<file path="src/hw/bus_map_pkg.sv">
/*
 * shared definitions for the mapped strobe bus
 * holds the widths, the address map, the register indices and the structs
 * that carry requests, responses, target strobes and timer settings
 */
package bus_map_pkg;

    // ------------------------------------------------------------------
    // widths
    // ------------------------------------------------------------------

    localparam int addr_width  = 12;
    localparam int data_width  = 16;
    // wide enough for the largest region, which is the 16-word RAM
    localparam int index_width = 4;

    // ------------------------------------------------------------------
    // address map, base and bound are both inclusive
    // ------------------------------------------------------------------

    localparam logic [addr_width-1:0] ram_base    = 12'h100;
    localparam logic [addr_width-1:0] ram_bound   = 12'h10F;
    localparam logic [addr_width-1:0] reg_base    = 12'h200;
    localparam logic [addr_width-1:0] reg_bound   = 12'h203;
    // the timer is a single word so base and bound coincide
    localparam logic [addr_width-1:0] timer_base  = 12'h300;
    localparam logic [addr_width-1:0] timer_bound = 12'h300;

    // word indices inside the register region, after translation
    localparam logic [index_width-1:0] reg_timer_ctrl   = 4'd0;
    localparam logic [index_width-1:0] reg_timer_reload = 4'd1;
    localparam logic [index_width-1:0] reg_status       = 4'd2;
    localparam logic [index_width-1:0] reg_scratch      = 4'd3;

    // ------------------------------------------------------------------
    // structs
    // ------------------------------------------------------------------

    // one request as the master presents it alongside the req strobe
    typedef struct packed {
        logic                  write;
        logic [addr_width-1:0] addr;
        logic [data_width-1:0] wdata;
    } bus_request_t;

    // one completed access, valid only while rsp_valid is high
    typedef struct packed {
        logic [data_width-1:0] rdata;
        logic                  err;
    } bus_response_t;

    // strobes and operands for a single target, all zero when idle
    typedef struct packed {
        logic                   read;
        logic                   write;
        logic [index_width-1:0] index;
        logic [data_width-1:0]  wdata;
    } target_access_t;

    // timer settings as software leaves them in the control registers
    typedef struct packed {
        logic                  enable;
        logic                  reload_mode;
        logic [data_width-1:0] reload_value;
    } timer_config_t;

endpackage

</file>
<file path="src/hw/memory_mapper.sv">
/*
 * registered region decoder
 * flags a hit when the address lies within base and bound and turns the
 * low address bits into a zero-based word index for the target
 */
module memory_mapper
    import bus_map_pkg::*;
#(
    parameter logic [addr_width-1:0] addr_base  = '0,
    parameter logic [addr_width-1:0] addr_bound = '0
) (
    input  logic                   clock,
    input  logic                   rst_n,
    input  logic                   enable,
    input  logic [addr_width-1:0]  addr,
    output logic [index_width-1:0] index,
    output logic                   hit
);

    logic                   in_range;
    logic [index_width-1:0] translated;

    // the full address is compared so aliases above the region never hit
    assign in_range = enable && (addr >= addr_base) && (addr <= addr_bound);

    // only the low bits differ inside a region, so subtracting the low bits
    // of the base is enough to give a zero-based index
    assign translated = addr[index_width-1:0] - addr_base[index_width-1:0];

    // hit is control state and must come out of reset low
    always_ff @(posedge clock) begin
        if (!rst_n) begin
            hit <= 1'b0;
        end else begin
            hit <= in_range;
        end
    end

    // the index is registered on the same edge as hit so the two line up
    // a miss leaves the index at zero, which lets the top level OR the
    // index buses of all mappers without a multiplexer
    always_ff @(posedge clock) begin
        if (in_range) begin
            index <= translated;
        end else begin
            index <= '0;
        end
    end

endmodule

</file>
<file path="src/hw/access_sequencer.sv">
/*
 * access sequencer for the strobe bus
 * captures one request, runs it through the mappers, strobes the target that
 * hit and returns a single response pulse a fixed three cycles later
 */
module access_sequencer
    import bus_map_pkg::*;
(
    input  logic                   clock,
    input  logic                   rst_n,
    input  logic                   req,
    input  bus_request_t           request,
    output logic                   busy,
    output logic                   lookup_enable,
    output logic [addr_width-1:0]  lookup_addr,
    input  logic                   ram_hit,
    input  logic                   reg_hit,
    input  logic                   timer_hit,
    input  logic [index_width-1:0] lookup_index,
    output target_access_t         ram_access,
    output target_access_t         reg_access,
    output target_access_t         timer_access,
    input  logic [data_width-1:0]  ram_rdata,
    input  logic [data_width-1:0]  reg_rdata,
    input  logic [data_width-1:0]  timer_rdata,
    output logic                   rsp_valid,
    output bus_response_t          response
);

    typedef enum logic [1:0] {
        st_idle,
        st_lookup,
        st_access,
        st_respond
    } state_t;

    state_t                state;
    bus_request_t          req_q;
    logic                  sel_ram;
    logic                  sel_reg;
    logic                  sel_timer;
    logic                  err_q;
    logic                  in_access;
    target_access_t        hit_access;
    logic [data_width-1:0] selected_rdata;

    // ------------------------------------------------------------------
    // state machine, one cycle per state
    // ------------------------------------------------------------------

    always_ff @(posedge clock) begin
        if (!rst_n) begin
            state <= st_idle;
        end else begin
            case (state)
                st_idle: begin
                    if (req) begin
                        state <= st_lookup;
                    end
                end
                st_lookup:  state <= st_access;
                st_access:  state <= st_respond;
                default:    state <= st_idle;
            endcase
        end
    end

    // requests are only taken while idle, anything pulsed later is dropped
    assign busy = (state != st_idle);

    always_ff @(posedge clock) begin
        if (state == st_idle && req) begin
            req_q <= request;
        end
    end

    // the mappers see the held address for exactly the lookup cycle
    assign lookup_enable = (state == st_lookup);
    assign lookup_addr   = req_q.addr;

    // ------------------------------------------------------------------
    // target strobes
    // ------------------------------------------------------------------

    assign in_access = (state == st_access);

    always_comb begin
        hit_access.read  = in_access && !req_q.write;
        hit_access.write = in_access && req_q.write;
        hit_access.index = lookup_index;
        hit_access.wdata = req_q.wdata;
        // the mappers never overlap, so at most one target is strobed
        ram_access   = (in_access && ram_hit) ? hit_access : '0;
        reg_access   = (in_access && reg_hit) ? hit_access : '0;
        timer_access = (in_access && timer_hit) ? hit_access : '0;
    end

    // remember which target answered, a miss everywhere becomes the error
    always_ff @(posedge clock) begin
        if (in_access) begin
            sel_ram   <= ram_hit;
            sel_reg   <= reg_hit;
            sel_timer <= timer_hit;
            err_q     <= !(ram_hit || reg_hit || timer_hit);
        end
    end

    // ------------------------------------------------------------------
    // response
    // ------------------------------------------------------------------

    // targets return data one cycle after the strobe, which is the respond
    // cycle, and an errored access reads as zero
    assign selected_rdata = sel_ram   ? ram_rdata :
                            sel_reg   ? reg_rdata :
                            sel_timer ? timer_rdata : '0;

    always_ff @(posedge clock) begin
        if (!rst_n) begin
            rsp_valid <= 1'b0;
        end else begin
            rsp_valid <= (state == st_respond);
        end
    end

    always_ff @(posedge clock) begin
        if (state == st_respond) begin
            response.rdata <= selected_rdata;
            response.err   <= err_q;
        end
    end

endmodule

</file>
<file path="src/hw/scratch_ram.sv">
/*
 * scratch RAM of sixteen words
 * writes on the write strobe, read data is registered on the read strobe
 */
module scratch_ram
    import bus_map_pkg::*;
(
    input  logic                  clock,
    input  target_access_t        access,
    output logic [data_width-1:0] rdata
);

    localparam int depth = 2 ** index_width;

    logic [data_width-1:0] mem [depth];

    // contents are undefined after power up, software is expected to write
    // a word before relying on it
    always_ff @(posedge clock) begin
        if (access.write) begin
            mem[access.index] <= access.wdata;
        end
    end

    // rdata holds its value between reads
    always_ff @(posedge clock) begin
        if (access.read) begin
            rdata <= mem[access.index];
        end
    end

endmodule

</file>
<file path="src/hw/control_regs.sv">
/*
 * control and status registers for the interval timer
 * holds the timer control word, the reload value, a sticky expiry flag that
 * drives irq and clears on a written one, and a free scratch word
 */
module control_regs
    import bus_map_pkg::*;
(
    input  logic                  clock,
    input  logic                  rst_n,
    input  target_access_t        access,
    input  logic                  expired,
    output logic [data_width-1:0] rdata,
    output timer_config_t         timer_config,
    output logic                  irq
);

    logic                  expired_flag;
    logic [data_width-1:0] scratch;
    logic                  wr_ctrl;
    logic                  wr_reload;
    logic                  wr_status;
    logic                  wr_scratch;

    assign wr_ctrl    = access.write && (access.index == reg_timer_ctrl);
    assign wr_reload  = access.write && (access.index == reg_timer_reload);
    assign wr_status  = access.write && (access.index == reg_status);
    assign wr_scratch = access.write && (access.index == reg_scratch);

    // control word, bit 0 is enable and bit 1 selects reload mode
    always_ff @(posedge clock) begin
        if (!rst_n) begin
            timer_config.enable      <= 1'b0;
            timer_config.reload_mode <= 1'b0;
        end else if (wr_ctrl) begin
            timer_config.enable      <= access.wdata[0];
            timer_config.reload_mode <= access.wdata[1];
        end
    end

    always_ff @(posedge clock) begin
        if (wr_reload) begin
            timer_config.reload_value <= access.wdata;
        end
        if (wr_scratch) begin
            scratch <= access.wdata;
        end
    end

    // an expiry in the same cycle as the clearing write wins, so no event
    // is ever lost
    always_ff @(posedge clock) begin
        if (!rst_n) begin
            expired_flag <= 1'b0;
        end else if (expired) begin
            expired_flag <= 1'b1;
        end else if (wr_status && access.wdata[0]) begin
            expired_flag <= 1'b0;
        end
    end

    assign irq = expired_flag;

    // ------------------------------------------------------------------
    // read back
    // ------------------------------------------------------------------

    always_ff @(posedge clock) begin
        if (access.read) begin
            case (access.index)
                reg_timer_ctrl: begin
                    rdata <= {{(data_width-2){1'b0}}, timer_config.reload_mode,
                              timer_config.enable};
                end
                reg_timer_reload: rdata <= timer_config.reload_value;
                reg_status:       rdata <= {{(data_width-1){1'b0}}, expired_flag};
                reg_scratch:      rdata <= scratch;
                default:          rdata <= '0;
            endcase
        end
    end

endmodule

</file>
<file path="src/hw/interval_timer.sv">
/*
 * countdown interval timer
 * counts down once per cycle while enabled, pulses expired at a count of one
 * and either reloads or stops at zero, the count reads back as one word
 */
module interval_timer
    import bus_map_pkg::*;
(
    input  logic                  clock,
    input  logic                  rst_n,
    input  timer_config_t         timer_config,
    input  target_access_t        access,
    output logic                  expired,
    output logic [data_width-1:0] rdata
);

    logic [data_width-1:0] count;
    logic                  at_one;

    assign at_one = (count == data_width'(1));

    // ------------------------------------------------------------------
    // counter
    // ------------------------------------------------------------------

    // a direct write always wins over counting, so software can start a
    // one-shot run without touching the reload value
    always_ff @(posedge clock) begin
        if (!rst_n) begin
            count <= '0;
        end else if (access.write) begin
            count <= access.wdata;
        end else if (timer_config.enable) begin
            if (count == '0) begin
                // a zero count restarts from the reload value in reload mode
                // and otherwise the timer stays stopped
                if (timer_config.reload_mode) begin
                    count <= timer_config.reload_value;
                end
            end else if (at_one && timer_config.reload_mode) begin
                count <= timer_config.reload_value;
            end else begin
                count <= count - 1'b1;
            end
        end
    end

    // one pulse per run, on the edge that leaves a count of one
    always_ff @(posedge clock) begin
        if (!rst_n) begin
            expired <= 1'b0;
        end else begin
            expired <= timer_config.enable && at_one && !access.write;
        end
    end

    always_ff @(posedge clock) begin
        if (access.read) begin
            rdata <= count;
        end
    end

endmodule

</file>
<file path="src/hw/mapped_bus_top.sv">
/*
 * mapped strobe bus target
 * ties the sequencer to three region mappers and the RAM, register and
 * timer targets behind them
 */
module mapped_bus_top
    import bus_map_pkg::*;
(
    input  logic          clock,
    input  logic          rst_n,
    input  logic          req,
    input  bus_request_t  request,
    output logic          busy,
    output logic          rsp_valid,
    output bus_response_t response,
    output logic          irq
);

    logic                   lookup_enable;
    logic [addr_width-1:0]  lookup_addr;
    logic                   ram_hit;
    logic                   reg_hit;
    logic                   timer_hit;
    logic [index_width-1:0] ram_index;
    logic [index_width-1:0] reg_index;
    logic [index_width-1:0] timer_index;
    logic [index_width-1:0] lookup_index;
    target_access_t         ram_access;
    target_access_t         reg_access;
    target_access_t         timer_access;
    logic [data_width-1:0]  ram_rdata;
    logic [data_width-1:0]  reg_rdata;
    logic [data_width-1:0]  timer_rdata;
    timer_config_t          timer_config;
    logic                   expired;

    access_sequencer sequencer (
        .clock        (clock),
        .rst_n        (rst_n),
        .req          (req),
        .request      (request),
        .busy         (busy),
        .lookup_enable(lookup_enable),
        .lookup_addr  (lookup_addr),
        .ram_hit      (ram_hit),
        .reg_hit      (reg_hit),
        .timer_hit    (timer_hit),
        .lookup_index (lookup_index),
        .ram_access   (ram_access),
        .reg_access   (reg_access),
        .timer_access (timer_access),
        .ram_rdata    (ram_rdata),
        .reg_rdata    (reg_rdata),
        .timer_rdata  (timer_rdata),
        .rsp_valid    (rsp_valid),
        .response     (response)
    );

    // ------------------------------------------------------------------
    // region mappers
    // ------------------------------------------------------------------

    memory_mapper #(.addr_base(ram_base), .addr_bound(ram_bound)) ram_map (
        .clock(clock), .rst_n(rst_n), .enable(lookup_enable),
        .addr(lookup_addr), .index(ram_index), .hit(ram_hit)
    );

    memory_mapper #(.addr_base(reg_base), .addr_bound(reg_bound)) reg_map (
        .clock(clock), .rst_n(rst_n), .enable(lookup_enable),
        .addr(lookup_addr), .index(reg_index), .hit(reg_hit)
    );

    memory_mapper #(.addr_base(timer_base), .addr_bound(timer_bound)) timer_map (
        .clock(clock), .rst_n(rst_n), .enable(lookup_enable),
        .addr(lookup_addr), .index(timer_index), .hit(timer_hit)
    );

    // a mapper that misses drives a zero index, so OR merges them safely
    assign lookup_index = ram_index | reg_index | timer_index;

    // ------------------------------------------------------------------
    // targets
    // ------------------------------------------------------------------

    scratch_ram ram (
        .clock (clock),
        .access(ram_access),
        .rdata (ram_rdata)
    );

    control_regs regs (
        .clock       (clock),
        .rst_n       (rst_n),
        .access      (reg_access),
        .expired     (expired),
        .rdata       (reg_rdata),
        .timer_config(timer_config),
        .irq         (irq)
    );

    interval_timer timer (
        .clock       (clock),
        .rst_n       (rst_n),
        .timer_config(timer_config),
        .access      (timer_access),
        .expired     (expired),
        .rdata       (timer_rdata)
    );

endmodule

</file>
<file path="config.mk">
export PLATFORM = sky130hd
export DESIGN_NAME = mapped_bus_top
export DESIGN_NICKNAME = d
export VERILOG_FILES = /design/src/hw/bus_map_pkg.sv /design/src/hw/memory_mapper.sv /design/src/hw/access_sequencer.sv /design/src/hw/scratch_ram.sv /design/src/hw/control_regs.sv /design/src/hw/interval_timer.sv /design/src/hw/mapped_bus_top.sv
export SDC_FILE = /design/constraint.sdc
export NUM_CORES = 1
export LEC_CHECK = 0
export ABC_CLOCK_PERIOD_IN_PS = 4920
export BUFFER_PORTS_ARGS = -buffer_cell sky130_fd_sc_hd__buf_2
export CAP_MARGIN = 20
export CORE_MARGIN = 2
export CORE_UTILIZATION = 30
export CTS_BUF_LIST = sky130_fd_sc_hd__clkbuf_8 sky130_fd_sc_hd__clkbuf_16
export CTS_CLUSTER_SIZE = 30
export DETAILED_ROUTE_END_ITERATION = 10
export PLACE_DENSITY = 0.49
export SETUP_SLACK_MARGIN = 0.5
export SKIP_CTS_REPAIR_TIMING = 1
export SLEW_MARGIN = 20
export SYNTH_ARGS = -nofsm -noshare
export SYNTH_HDL_FRONTEND = slang
export SYNTH_SLANG_ARGS = --single-unit
</file>
<file path="constraint.sdc">
create_clock -name clock -period 4.92 [get_ports clock]
set_input_delay 0.984 -clock clock [delete_from_list [all_inputs] [get_ports clock]]
set_output_delay 0.984 -clock clock [all_outputs]
set_load 0.02 [all_outputs]
</file>
; Word level (Yosys, flattened, before mapping)
; Memory sizes are Yosys's and may differ from the RTL's. A register that Yosys moved wholly into a read port is not among the register bits.
; Index checks and enable logic that the tools add are counted.
[totals]
latch_bits = 0
memories = 1
elab_cells = 95
ff_bits = 152
mem_bits_rw = 256
mem_bits_ro = 0
input_bits = 32
[op_classes]
bitwise_logic = 2
div = 0
multipliers = 0
shifts = 0
n_mux = 18
reduce_logical = 32
n_eq_ne = 9
n_lt_le_gt_ge = 6
n_addsub = 1
[memory_table]
columns = memory, depth, word_bits, read_ports, rd_ports_with_merged_regs, wr, line_no
row1 = ram.mem, 16, 16, 1, 1, 1, scratch_ram.sv:15  ; logic [data_width-1:0] mem [depth];
[op_table]
columns = operator, count
row1 = 16-bit 2-to-1 mux, 8
row2 = 22-bit 2-to-1 mux, 3
row3 = 16-bit case mux with 4 select lines, 1
row4 = "12-bit by 10-bit greater-or-equal comparator with 1-bit output, second input constant", 2
row5 = "12-bit by 10-bit <= comparator with 1-bit output, second input constant", 2
row6 = 1-bit logical AND, 20
row7 = "16-bit by 1-bit == test with 1-bit output, second input constant", 1
row8 = 16-bit logical NOT, 1
row9 = "16-bit by 1-bit subtractor with 16-bit output, second input constant", 1
row10 = "12-bit by 9-bit greater-or-equal comparator with 1-bit output, second input constant", 1
row11 = "12-bit by 9-bit <= comparator with 1-bit output, second input constant", 1
row12 = "4-bit by 2-bit == test with 1-bit output, second input constant", 2
row13 = 4-bit bitwise OR, 2
row14 = 2-bit case mux with 3 select lines, 1
row15 = 2-bit nonzero test, 3
row16 = "2-bit == test, second input constant", 2
row17 = "4-bit by 1-bit == test with 1-bit output, second input constant", 1
row18 = 4-bit logical NOT, 1
row19 = 1-bit 2-to-1 mux, 4
row20 = 1-bit logical NOT, 3
row21 = "3-bit by 2-bit inequality test with 1-bit output, second input constant", 1
row22 = "2-bit by 1-bit == test with 1-bit output, second input constant", 1
row23 = 2-bit logical NOT, 1
row24 = 1-bit logical OR, 2
row25 = other kinds (3), 3

; Logic depth before layout (Yosys ltp)
[logic_depth]
depth_word = 8
depth_mapped = 9

; By module
; From an unflattened synthesis, not the netlist that was laid out.
[unflattened]
cells_unflattened = 961
hier_area_um2 = 16946.3
[modules_own_cells]
columns = module, cells_per_inst, instances, area_per_inst_um2
row1 = scratch_ram, 434, 1, 10183.5
row2 = access_sequencer, 219, 1, 2698.8
row3 = control_regs, 91, 1, 1834.3
row4 = interval_timer, 171, 1, 1691.6
row5 = memory_mapper at ram_map, 16, 1, 192.7
row6 = memory_mapper at reg_map, 15, 1, 172.7
row7 = memory_mapper at timer_map, 11, 1, 147.6
row8 = mapped_bus_top, 4, 1, 25.0

; Least setup slack after synthesis
; Ideal clock, no wire load.
[synth_path]
path_type = reg2reg
start = reg sequencer.state[0]
end = mem ram.mem[11][0] (enable)
synth_period_minus_slack_ns = 2.941
t_required_ns = 4.532
path_stages_with_launch = 9
setup_slack_ns = 1.979
arrival_time_ns = 2.553
path_cell_list = dfxtp_1 -> inv_1 -> ha_1 -> nand2_1 -> nor2_1 -> buf_2 -> buf_1 -> nand3_1 -> nor2_1
[synth_between]
elab_chain_cells = 5
[synth_rtl]
columns = item, line_no
row1 = from (decl), access_sequencer.sv:37  ; state_t state;
row2 = from (signal assigned), access_sequencer.sv:53  ; state <= st_idle;
row3 = from (signal assigned), access_sequencer.sv:58  ; state <= st_lookup;
row4 = from (signal assigned), access_sequencer.sv:61  ; st_lookup: state <= st_access;
row5 = 2-bit == test *, access_sequencer.sv:85  ; assign in_access = (state == st_access);
row6 = "1-bit logical AND, on equally long branches", "access_sequencer.sv:89, access_sequencer.sv:93"
row7 = 22-bit 2-to-1 mux *, access_sequencer.sv:93  ; ram_access = (in_access && ram_hit) ? hit_access : '0;
row8 = 1-bit 2-to-1 mux, scratch_ram.sv:20  ; if (access.write) begin
row9 = 1-bit 2-to-1 mux (implied by the code), scratch_ram.sv:21  ; mem[access.index] <= access.wdata;
row10 = to (decl), scratch_ram.sv:15
; Every way passes the cells marked *; elsewhere a longest branch is shown, timed or not.

; Worst setup path in the final report
[layout_path]
start = reg timer_map.index[1]
end = reg ram.rdata[9] (read register of ram.mem), data pin
[layout_between]
elab_chain_cells = 2
[layout_rtl]
columns = item, line_no
row1 = from (decl), memory_mapper.sv:16  ; output logic [index_width-1:0] index,
row2 = from (signal assigned), memory_mapper.sv:44  ; index <= translated;
row3 = 4-bit bitwise OR, mapped_bus_top.sv:79  ; assign lookup_index = ram_index | reg_index | timer_index;
row4 = 22-bit 2-to-1 mux, access_sequencer.sv:93
row5 = to (decl), scratch_ram.sv:10  ; output logic [data_width-1:0] rdata
; No other way between the ends.
; A chain may end at the register's enable or synchronous reset.

==> flow_summary.json <==
{
  "outcome": "finished clean",
  "crit_type": "flip-flop to flip-flop",
  "cts.root.buffer_cell": "clkbuf_16",
  "asyncSetResetFlopFracSynth": 0,
  "netlist_instances": 1104,
  "dp_cells": 1832,
  "endpoints_failing_hold": 0,
  "power_frac_seq": 0.528,
  "static-leakage-power_nw": 7.03,
  "syn2layout_area_growth_pct": 16.5,
  "port_buffers": 51,
  "post_synth_edffs": 386,
  "setup_viol_count_final": 0,
  "final_layout_size_suffix_gt1_frac": 0.156,
  "maximum_number_of_pins_on_one_net_before_global_route_repair": 48,
  "p_int_w": 0.00604,
  "power_frac_clock": 0.429,
  "endpoint_kind": "flip-flop",
  "cts_made_buffers": 47,
  "fin_crit_sh": 0.632,
  "worstHoldEndpoint": "ram_map.index[0]",
  "n_antenna_cell": 0,
  "synth.largest_area_cell": "edfxtp_1",
  "registers.top_by_ff_count": "ram.mem",
  "period_minus_slack_ns": 3.11,
  "switchingPower_w": 0.00176,
  "setup_total_negative_slack_ns": 0,
  "place.detailed.hpwl_mm": 30.3,
  "achievable-frequency_mhz": 322,
  "number_of_drc_violations_after_detailed_routing": 0,
  "place_ws_ns": 1.79,
  "tritoncts": "built",
  "top_level_pins": 52,
  "clkTransAtPathRegs_ns": 0.06,
  "total_grt_usage": 0.164,
  "sw_frac_of_total": 0.226,
  "timing.reg2reg.setup_slack_ns": 1.81,
  "reg2reg_to": "ram.rdata[9]",
  "gpl.final_weighted_congestion": 0.806,
  "number_of_antenna_violations_at_the_first_check_in_global_routing": 1,
  "worst_slack_ns": 1.81,
  "instances_no_fill": 1918,
  "overflow": 0,
  "slew_headroom": 0.274,
  "critical_path.max_fanout": 47,
  "rr_worst_depth": 5,
  "p_per_area_mw_per_mm2": 406,
  "grt_pass1_wl_mm": 68.1,
  "worst_ep_arrival_time_ns": 3.42,
  "dr.first_iter.drc_count": 926,
  "synth_most_common_cell": "edfxtp_1",
  "clk_latency_ns": 0.57,
  "vdd_drop_max_mv": 0.253,
  "share_comb_of_total_power": 0.044,
  "floorplan.die.width_um": 238,
  "critPathLaunchType": "flip-flop",
  "std_cell_rows": 85,
  "largest_registers": "ram.mem (256), regs.timer_config (18), sequencer.response (17)",
  "postSynthAreaPerCell_sq_um": 14.9,
  "synth-warning-count": 0,
  "htreeDepth": 2,
  "synth-seq-cells": 424,
  "vias": 10036,
  "detail_route.first_pass.iterations": 8,
  "grt_setup_unrepaired": "false",
  "vias_per_cell": 5.23,
  "start_util": 0.305,
  "crit-reg2reg-launch": "timer_map.index[1]",
  "dominantRegCellSynth": "edfxtp_1",
  "worst_clock_skew_ns": 0.0195,
  "cts_sinks": 424,
  "die_area_sq_mm": 0.0569,
  "timing.final.max_slew_violations": 0,
  "netlist-cell-type-count": 64,
  "yosys.area.top_type_share": 0.703,
  "drt_wl_total_mm": 46.2,
  "route.antenna.remaining_nets": 0,
  "min_delay_path_depth": 1,
  "cts-root-to-sink-buffers": 3,
  "max_cap_viol_count": 0,
  "leading_post_synthesis_cells_by_instance_count": "edfxtp_1, nand2_1, o21ai_0",
  "number_of_global_route_vias_before_repair": 9808,
  "synth_top_cells_by_area": "edfxtp_1, dfxtp_1, nand2_1, mux2i_1, and3_1",
  "chipHeight_um": 238,
  "wl_per_cell_um": 24.1,
  "fin_nets": 1224,
  "share_of_the_yosys_chip_area_belonging_to_registers": 0.749,
  "critical_hold_path_startpoint": "sequencer.lookup_addr[0]",
  "largest_register_ffs": 256,
  "synthesis.area_sq_mm": 0.0165,
  "worst_ep_required_time_ns": 5.24,
  "tightest_slew_ns": 1.08,
  "placeableCoreArea_sq_mm": 0.0541,
  "hold_class": "flip-flop to flip-flop"
}
-- cell type report --
class	count	area, sq um
timing repair buffer	87	537
tap	696	871
inverter	10	37.5
fill	5107	34900
clock buffer	47	1180
sequential	424	12400
clock inverter	38	273
multi-input combinational	616	3970
-- per-stage QoR --
step / power (W) / cell area, sq um / hold slack, ns / util
2_1_floorplan: 0.00434 / 16500 / 0.400 / -
3_3_place_gp: 0.00453 / 17700 / 0.467 / 0.327
3_5_place_dp: 0.00454 / 17700 / 0.476 / 0.328
4_1_cts: 0.00789 / 19200 / 0.494 / 0.355
5_1_grt: 0.00806 / 19200 / 0.509 / 0.355
6_report: 0.00780 / 19200 / 0.490 / 0.355
-- worst max-delay path, cell delays in order (launching register included) --
cell	delay [ns]
dfxtp_1	0.34
or3_4	0.64
nand3_1	0.82
o21ai_0	0.48
nor2_1	0.06
or4_1	0.49
-- placed cells by master, fill, tap and decap left out, drive strengths merged, types with 12 or more instances in the layout --
cell type and n:
and3 50, nand2 109, o21ai 55, and2 12, o221ai 17, a21oi 23
dfxtp 38, buf 87, nor2 49, a22o 19, a211oi 13, clkbuf 47
a22oi 19, a32oi 13, edfxtp 386, nand3 21, mux2i 35, clkinv 23
nor3 39, inv 21
-- per-layer routing --
layer | GRT usage | vias up | wire length (um)
li1 | - | 4523 | -
met1 | 0.230 | 5105 | 21200
met2 | 0.260 | 343 | 21500
met3 | 0.0256 | 65 | 2480
met4 | 0.0528 | 0 | 1080
met5 | 0 | - | 0
-- power groups by stage --
stage	Clock, W	Combinational (W)	Sequential, W
2_1_floorplan	0	0.000206	0.00413
3_3_place_gp	0	0.000337	0.00419
3_5_place_dp	0	0.000347	0.00419
4_1_cts	0.00343	0.000348	0.00412
5_1_grt	0.00356	0.000377	0.00412
6_report	0.00334	0.000342	0.00411
-- worst max path at each step --
stage | start | to | slack, ns | depth (start not counted)
floorplan | sequencer.state[0] | ram.mem[11][0] | 1.98 | 8
CTS | reg_map.index[1] | ram.rdata[9] | 1.79 | 5
finish | timer_map.index[1] | ram.rdata[9] | 1.81 | 5
global placement | sequencer.state[0] | ram.mem[4][4] | 1.80 | 5
detailed placement | reg_map.index[1] | ram.rdata[9] | 1.79 | 5
global route | ram_map.index[1] | ram.rdata[9] | 1.57 | 5
-- logic make-up (layout without fill, tap and decap cells) --
| family | count (synthesis) | count (layout) | share of synthesized area |
|---|---|---|---|
| AOI/OAI and AO/OA | 236 | 236 | 0.102 |
| buffers and inverters | 69 | 182 | 0.0172 |
| adders and majority gates | 6 | 6 | 0.00455 |
| other | 1 | 6 | 0.000227 |
| and+or+nand+nor | 318 | 318 | 0.0973 |
| DFF | 424 | 424 | 0.749 |
| xor gates and xnor gates | 9 | 9 | 0.00478 |
| muxes | 41 | 41 | 0.0253 |
(Power assumes the default switching activity.)
